File: src/verilog/io_bus_pkg.sv
`default_nettype none

package io_bus_pkg;

	localparam int ADDR_W = 8;
	localparam int DATA_W = 8;

	typedef logic [ADDR_W-1:0] addr_t;
	typedef logic [DATA_W-1:0] data_t;

	// register map
	localparam addr_t P1_ADDR   = 8'h00; // pad select / column readback
	localparam addr_t TEST_ADDR = 8'h60; // bit 0 enables pin test mode

	// nothing drives the data bus on an unmapped read
	localparam data_t OPEN_BUS_DATA = 8'hff;

	// fixed bits in the read views
	localparam logic [1:0] P1_HI_ONES   = 2'b11; // p1 bits 7:6
	localparam logic [6:0] TEST_HI_ONES = 7'h7f; // test reg bits 7:1

endpackage

`default_nettype wire

File: src/verilog/joypad_pkg.sv
`default_nettype none

package joypad_pkg;

	localparam int COL_W = 4;
	localparam int SEL_W = 2;

	// p10..p13, low when a key in a selected row is down
	typedef logic [COL_W-1:0] col_t;

	// bit 0 = p14 directions, bit 1 = p15 buttons, low selects
	typedef logic [SEL_W-1:0] sel_t;

	typedef struct packed {
		sel_t       sel;
		logic       test_mode;
		col_t       test_cols; // p1 bits 3:0
		logic       test_sout; // p1 bit 6
		logic       test_sin;  // p1 bit 7
	} pad_ctrl_t;

	localparam sel_t SEL_NONE  = 2'b11; // no row driven
	localparam col_t COLS_IDLE = 4'hf;  // pulled up, no key

	// column input synchronizer
	localparam int SYNC_STAGES = 2;

endpackage

`default_nettype wire

File: src/verilog/io_bus_if.sv
`default_nettype none

interface io_bus_if
	import io_bus_pkg::*;
	();

	logic  sel;   // one-cycle access strobe
	logic  wr;
	addr_t addr;
	data_t wdata;
	data_t rdata; // combinational from target

	modport slave (
		output sel,
		output wr,
		output addr,
		output wdata,
		input  rdata
	);

	modport target (
		input  sel,
		input  wr,
		input  addr,
		input  wdata,
		output rdata
	);

endinterface

`default_nettype wire

File: src/verilog/io_bus_slave.sv
`default_nettype none

module io_bus_slave
	import io_bus_pkg::*;
	(
		input  logic  clk,
		input  logic  rst_n,

		input  logic  req,
		input  logic  we,
		input  addr_t addr,
		input  data_t wdata,
		output logic  ack,
		output data_t rdata,

		io_bus_if.slave bus
	);

	typedef enum logic [1:0] {
		ST_IDLE,
		ST_ACCESS,
		ST_WAIT_REL
	} state_t;

	state_t state;
	logic   start;
	logic   sel_q;
	logic   we_q;
	addr_t  addr_q;
	data_t  wdata_q;
	data_t  rdata_q;

	assign start = (state == ST_IDLE) && req;

	always_ff @(posedge clk or negedge rst_n) begin
		if (!rst_n) begin
			state <= ST_IDLE;
			sel_q <= 1'b0;
			ack   <= 1'b0;
		end else begin
			sel_q <= 1'b0;
			case (state)
				ST_IDLE: begin
					if (req) begin
						state <= ST_ACCESS;
						sel_q <= 1'b1; // single strobe per handshake
					end
				end
				ST_ACCESS: begin
					state <= ST_WAIT_REL;
					ack   <= 1'b1;
				end
				ST_WAIT_REL: begin
					if (!req) begin
						state <= ST_IDLE;
						ack   <= 1'b0;
					end
				end
				default: state <= ST_IDLE;
			endcase
		end
	end

	always_ff @(posedge clk) begin
		if (start) begin
			addr_q  <= addr;
			we_q    <= we;
			wdata_q <= wdata;
		end
		if (state == ST_ACCESS)
			rdata_q <= bus.rdata; // held until the next access
	end

	assign bus.sel   = sel_q;
	assign bus.wr    = we_q;
	assign bus.addr  = addr_q;
	assign bus.wdata = wdata_q;
	assign rdata     = rdata_q;

endmodule

`default_nettype wire

File: src/verilog/joypad_regs.sv
`default_nettype none

module joypad_regs
	import io_bus_pkg::*;
	import joypad_pkg::*;
	(
		input  logic      clk,
		input  logic      rst_n,

		io_bus_if.target  bus,

		input  col_t      col_sync,
		output pad_ctrl_t pad_ctrl
	);

	pad_ctrl_t ctrl_q;
	logic      wr_en;
	data_t     p1_view;
	data_t     test_view;

	assign wr_en = bus.sel && bus.wr;

	always_ff @(posedge clk or negedge rst_n) begin
		if (!rst_n) begin
			ctrl_q.sel       <= SEL_NONE;
			ctrl_q.test_mode <= 1'b0;
			ctrl_q.test_cols <= COLS_IDLE;
			ctrl_q.test_sout <= 1'b1;
			ctrl_q.test_sin  <= 1'b1;
		end else if (wr_en) begin
			case (bus.addr)
				P1_ADDR: begin
					ctrl_q.sel       <= bus.wdata[5:4];
					ctrl_q.test_cols <= bus.wdata[3:0];
					ctrl_q.test_sout <= bus.wdata[6];
					ctrl_q.test_sin  <= bus.wdata[7];
				end
				TEST_ADDR: begin
					ctrl_q.test_mode <= bus.wdata[0];
				end
				default: begin
					// unmapped, write dropped
				end
			endcase
		end
	end

	assign pad_ctrl = ctrl_q;

	// p15 in bit 5, p14 in bit 4
	assign p1_view   = {P1_HI_ONES, ctrl_q.sel, col_sync};
	assign test_view = {TEST_HI_ONES, ctrl_q.test_mode};

	always_comb begin
		case (bus.addr)
			P1_ADDR:   bus.rdata = p1_view;
			TEST_ADDR: bus.rdata = test_view;
			default:   bus.rdata = OPEN_BUS_DATA;
		endcase
	end

endmodule

`default_nettype wire

File: src/verilog/joypad_matrix.sv
`default_nettype none

module joypad_matrix
	import joypad_pkg::*;
	(
		input  logic      clk,
		input  logic      rst_n,

		input  pad_ctrl_t pad_ctrl,

		input  col_t      p1_in,
		input  logic      ser_out,

		output logic      p14,
		output logic      p15,
		output col_t      p1_out,
		output col_t      p1_oe,
		output logic      sout,
		output logic      sin_out,
		output logic      sin_oe,

		output col_t      col_sync,
		output logic      joypad_irq
	);

	col_t sync_q [SYNC_STAGES];
	col_t col_prev;
	col_t col_fall;
	logic test_mode;

	assign test_mode = pad_ctrl.test_mode;

	// row drive, active low
	assign p14 = pad_ctrl.sel[0];
	assign p15 = pad_ctrl.sel[1];

	// pins are asynchronous to clk
	always_ff @(posedge clk or negedge rst_n) begin
		if (!rst_n) begin
			for (int i = 0; i < SYNC_STAGES; i++)
				sync_q[i] <= COLS_IDLE;
		end else begin
			sync_q[0] <= p1_in;
			for (int i = 1; i < SYNC_STAGES; i++)
				sync_q[i] <= sync_q[i-1];
		end
	end

	assign col_sync = sync_q[SYNC_STAGES-1];

	// falling column edge = key went down
	assign col_fall = col_prev & ~col_sync;

	always_ff @(posedge clk or negedge rst_n) begin
		if (!rst_n) begin
			col_prev   <= COLS_IDLE;
			joypad_irq <= 1'b0;
		end else begin
			col_prev   <= col_sync;
			joypad_irq <= (|col_fall) && !test_mode; // masked in test mode
		end
	end

	// test mode takes over the column and serial pins
	assign p1_out  = test_mode ? pad_ctrl.test_cols : COLS_IDLE;
	assign p1_oe   = {COL_W{test_mode}};
	assign sin_out = pad_ctrl.test_sin;
	assign sin_oe  = test_mode;
	assign sout    = test_mode ? pad_ctrl.test_sout : ser_out;

endmodule

`default_nettype wire

File: src/verilog/joypad_io_top.sv
`default_nettype none

module joypad_io_top
	import io_bus_pkg::*;
	import joypad_pkg::*;
	(
		input  logic  clk,
		input  logic  rst_n,

		// cpu side
		input  logic  req,
		input  logic  we,
		input  addr_t addr,
		input  data_t wdata,
		output logic  ack,
		output data_t rdata,

		// pad pins
		output logic  p14,
		output logic  p15,
		input  col_t  p1_in,
		output col_t  p1_out,
		output col_t  p1_oe,

		// serial pins
		input  logic  ser_out,
		output logic  sout,
		output logic  sin_out,
		output logic  sin_oe,

		output logic  joypad_irq
	);

	io_bus_if  bus0 ();
	pad_ctrl_t pad_ctrl;
	col_t      col_sync;

	io_bus_slave slave0 (
		.clk   (clk),
		.rst_n (rst_n),
		.req   (req),
		.we    (we),
		.addr  (addr),
		.wdata (wdata),
		.ack   (ack),
		.rdata (rdata),
		.bus   (bus0.slave)
	);

	joypad_regs regs0 (
		.clk      (clk),
		.rst_n    (rst_n),
		.bus      (bus0.target),
		.col_sync (col_sync),
		.pad_ctrl (pad_ctrl)
	);

	joypad_matrix matrix0 (
		.clk        (clk),
		.rst_n      (rst_n),
		.pad_ctrl   (pad_ctrl),
		.p1_in      (p1_in),
		.ser_out    (ser_out),
		.p14        (p14),
		.p15        (p15),
		.p1_out     (p1_out),
		.p1_oe      (p1_oe),
		.sout       (sout),
		.sin_out    (sin_out),
		.sin_oe     (sin_oe),
		.col_sync   (col_sync),
		.joypad_irq (joypad_irq)
	);

endmodule

`default_nettype wire

File: config.mk
export PLATFORM = sky130hd
export DESIGN_NAME = joypad_io_top
export DESIGN_NICKNAME = d
export VERILOG_FILES = /design/src/verilog/io_bus_pkg.sv /design/src/verilog/joypad_pkg.sv /design/src/verilog/io_bus_if.sv /design/src/verilog/io_bus_slave.sv /design/src/verilog/joypad_regs.sv /design/src/verilog/joypad_matrix.sv /design/src/verilog/joypad_io_top.sv
export SDC_FILE = /design/constraint.sdc
export NUM_CORES = 1
export LEC_CHECK = 0
export BUFFER_PORTS_ARGS = -buffer_cell sky130_fd_sc_hd__buf_2
export CORE_MARGIN = 2
export CORE_UTILIZATION = 50
export DETAILED_ROUTE_END_ITERATION = 6
export GPL_ROUTABILITY_DRIVEN = 0
export GPL_TIMING_DRIVEN = 0
export HOLD_SLACK_MARGIN = 0.08
export PLACE_DENSITY = 0.76
export SYNTH_ARGS = -nofsm -noshare
export SYNTH_HDL_FRONTEND = slang
export SYNTH_HIERARCHICAL = 1
export SYNTH_SLANG_ARGS = --single-unit
File: constraint.sdc
create_clock -name clk -period 2.6 [get_ports clk]
set_input_delay 0.52 -clock clk [delete_from_list [all_inputs] [get_ports clk]]
set_output_delay 0.52 -clock clk [all_outputs]
set_load 0.01 [all_outputs]
==> impl_metrics.py <==
metrics = {
    "route": {
        "ant_nets": 0,
        "wire_per_inst_microns": 13.08,
        "vias": 1031,
        "viasPerCell": 4.773,
        "drt_first_iter_violations": 48,
        "drc_errors": 0,
        "drt-total-wl_microns": 2825,
        "dr.pass1.iters": 3,
    },
    "placement": {
        "io_buffers": 47,
        "post-place-ws_ns": 0.7791,
        "dp_cells": 208,
    },
    "pwr": {
        "p_leak_nw": 0.9440,
        "internal_power_mw": 1.299,
        "seq_power_share": 0.618,
        "powerDensity_nw_per_um2": 743.7,
        "p_sw_uw": 419.0,
        "p_clk_frac": 0.266,
        "switching_share": 0.2439,
        "combPwrFrac": 0.116,
        "ir_drop_mv": 0.4101,
    },
    "yosys": {
        "synthDistinctLibCells": 24,
        "synth_area_sq_um": 1899,
        "synth_enable_flop_cells": 25,
        "yosysWarnings": 6,
        "syn_inst": 111,
        "ys_ff_latch": 51,
        "yosys_most_used_dff": "edfxtp_1",
        "synth_top_area_frac": 0.3953,
        "syn_avg_cell_area_sq_um": 17.11,
        "synth.top_cells.by_area": "edfxtp_1 40%, dfstp_2 28%, dfrtp_1 7.9%",
        "seq_area_frac_synth": 0.7510,
        "synth-async-reset-ratio": 0.5098,
        "yosys.area.top_type": "edfxtp_1",
    },
    "floorplan": {
        "core_area_sq_um": 3661,
        "die_y_microns": 65.64,
        "pin_count": 48,
        "rows": 22,
        "initial_core_util": 0.5188,
        "dieArea_sq_um": 4308,
        "die_w_microns": 65.64,
    },
    "finish": {
        "fin_nets": 192,
        "drive_above_1_share": 0.6488,
        "layout.cells.non_filler": 216,
        "diodes": 0,
        "area_growth_pct": 21.61,
        "nFillCells": 278,
    },
    "timing": {
        "maxSlewHeadroom": 0.4966,
        "layout_min_cycle_time_ns": 1.955,
        "fmax_mhz": 511.4,
        "finalHoldViolations": 0,
        "finalClockSkew_ns": 0.004124,
        "setup_viol": 0,
        "timing.final.crit_share": 0.7520,
        "final-max-slew-violation-count": 0,
        "rsz0062_at_grt": "false",
        "worst_pin_slew_ns": 0.7519,
        "fin_ws_ns": 0.6448,
    },
    "clock_tree": {
        "clockBufferDepth": 2,
        "cts_resized": 0,
        "clkLatencyLatePin_ns": 0.30,
        "clkSinkCount": 51,
        "cts_setup_buffers": 0,
        "cts_hold_buffers": 0,
        "clkTransAtPathRegs_ns": 0.08,
        "h-tree-depth": 2,
        "cts_buffers": 5,
        "cts_tree": "built",
        "clock_tree.root_cell": "clkbuf_8",
    },
    "flow_run": {
        "maxCapViolCount": 0,
    },
    "grt": {
        "antenna_found_initial": 0,
        "grt_usage": 0.1491,
        "grt_pass1_wl_microns": 4629,
        "grt_pass1_vias": 1054,
        "overflow": 0,
        "grt_max_degree": 27,
    },
    "setup_path": {
        "critPathRequiredTime_ns": 2.08,
        "cp-start-kind": "flop",
        "cp-end-kind": "primary output",
        "path_class": "flop to primary output",
        "arrival_ns": 1.44,
        "crit_fanout": 13,
    },
    "min_path": {
        "hold_path_class": "input port to asynchronous set/reset pin",
    },
    "run_status": {
        "status": "finished, final reports clean",
    },
}
[logic make-up (layout without fill, tap and decap cells)]
| group | after synthesis | after routing | synth area share |
|---|---|---|---|
| DFF | 51 | 51 | 0.7510 |
| and+or+nand+nor | 32 | 32 | 0.1212 |
| buffers and inverters | 14 | 70 | 0.05534 |
| muxes | 10 | 10 | 0.05929 |
| AOI/OAI and AO/OA | 3 | 3 | 0.01120 |
| other | 1 | 2 | 0.001974 |
[synthesized netlist by cell type, drive strengths merged, types with 2 or more instances]
master,n
nor2b,2
dfstp,20
buf,14
or2,5
nand2,2
dfrtp,6
nor3,2
nor3b,2
edfxtp,25
nand2b,9
mux2,10
nor2,3
nor4,3
nand4,2
[power by group through the flow]
stage / clock network, mW / logic [mW] / registers [mW]
5_1_grt: 0.501 / 0.222 / 1.08
6_report: 0.458 / 0.199 / 1.06
4_1_cts: 0.468 / 0.203 / 1.06
2_1_floorplan: 0 / 0.110 / 1.07
3_3_place_gp: 0 / 0.183 / 1.07
3_5_place_dp: 0 / 0.203 / 1.08
[placed cells by master, fill, tap and decap left out, drive strengths merged, types with 3 or more instances in the layout]
master / Yosys / final
mux2: 10 / 10
dfstp: 20 / 20
clkbuf: 0 / 7
nor2: 3 / 3
nand2b: 9 / 9
nor4: 3 / 3
dfrtp: 6 / 6
buf: 14 / 62
or2: 5 / 5
edfxtp: 25 / 25
[sequential cells by signal, indices dropped and copies added (netlist names)]
name / count
matrix0/col_prev: 4
matrix0/col_sync: 4
matrix0/joypad_irq: 1
matrix0/sync_q: 4
regs0/pad_ctrl: 9
slave0/ack: 1
slave0/bus.addr: 8
slave0/bus.sel: 1
slave0/bus.wdata: 8
slave0/bus.wr: 1
slave0/rdata: 8
slave0/state: 2
[critical path, stage by stage, from the launching register on]
cell and delay [ns]:
dfrtp_1 0.62, mux2_1 0.37, buf_2 0.14
[per-layer routing]
layer	track usage	routed length [microns]
met3	0.04966	158
met4	0.08073	67
met2	0.2652	1536
met5	0	0
met1	0.1529	1063
[metrics by stage]
step                utilization  total power, mW  TNS, ns  instance area, sq um  hold slack, ns
finish                   0.6309            1.718        0                  2310          0.1945
floorplan                     -            1.179        0                  1903          0.2244
CTS                      0.6309            1.734        0                  2310          0.2161
global route             0.6309            1.799        0                  2310          0.2398
global placement         0.6005            1.253   -5.219                  2198          0.3461
detailed placement       0.6049            1.281        0                  2215          0.3493
[path summary, 6_finish.rpt]
path                                         start             endpoint  cells after the start  slack, ns
worst max-delay path             regs0/pad_ctrl[6]                 sout                      2       0.64
worst min-delay path                         rst_n    regs0/pad_ctrl[6]                      1       0.19
worst max register to register  slave0/bus.addr[1]    regs0/pad_ctrl[6]                      3       0.92
worst min register to register   matrix0/sync_q[7]  matrix0/col_sync[3]                      0       0.36
max in group asynchronous                    rst_n    regs0/pad_ctrl[7]                      1       2.04
min in group clk                          p1_in[3]    matrix0/sync_q[7]                      1       0.31
[final cells by class]
type / count / area (sq um) / share of cell area
flip-flops and latches: 51 / 1426 / 0.6176
multi-input cells: 47 / 376.6 / 0.1631
repair buffers: 48 / 246.5 / 0.1067
plain buffers: 14 / 105.1 / 0.04550
clock buffers: 7 / 86.33 / 0.03738
well taps: 48 / 60.06 / 0.02600
clock inverters: 1 / 8.758 / 0.003792
(Power assumes the default switching activity.)
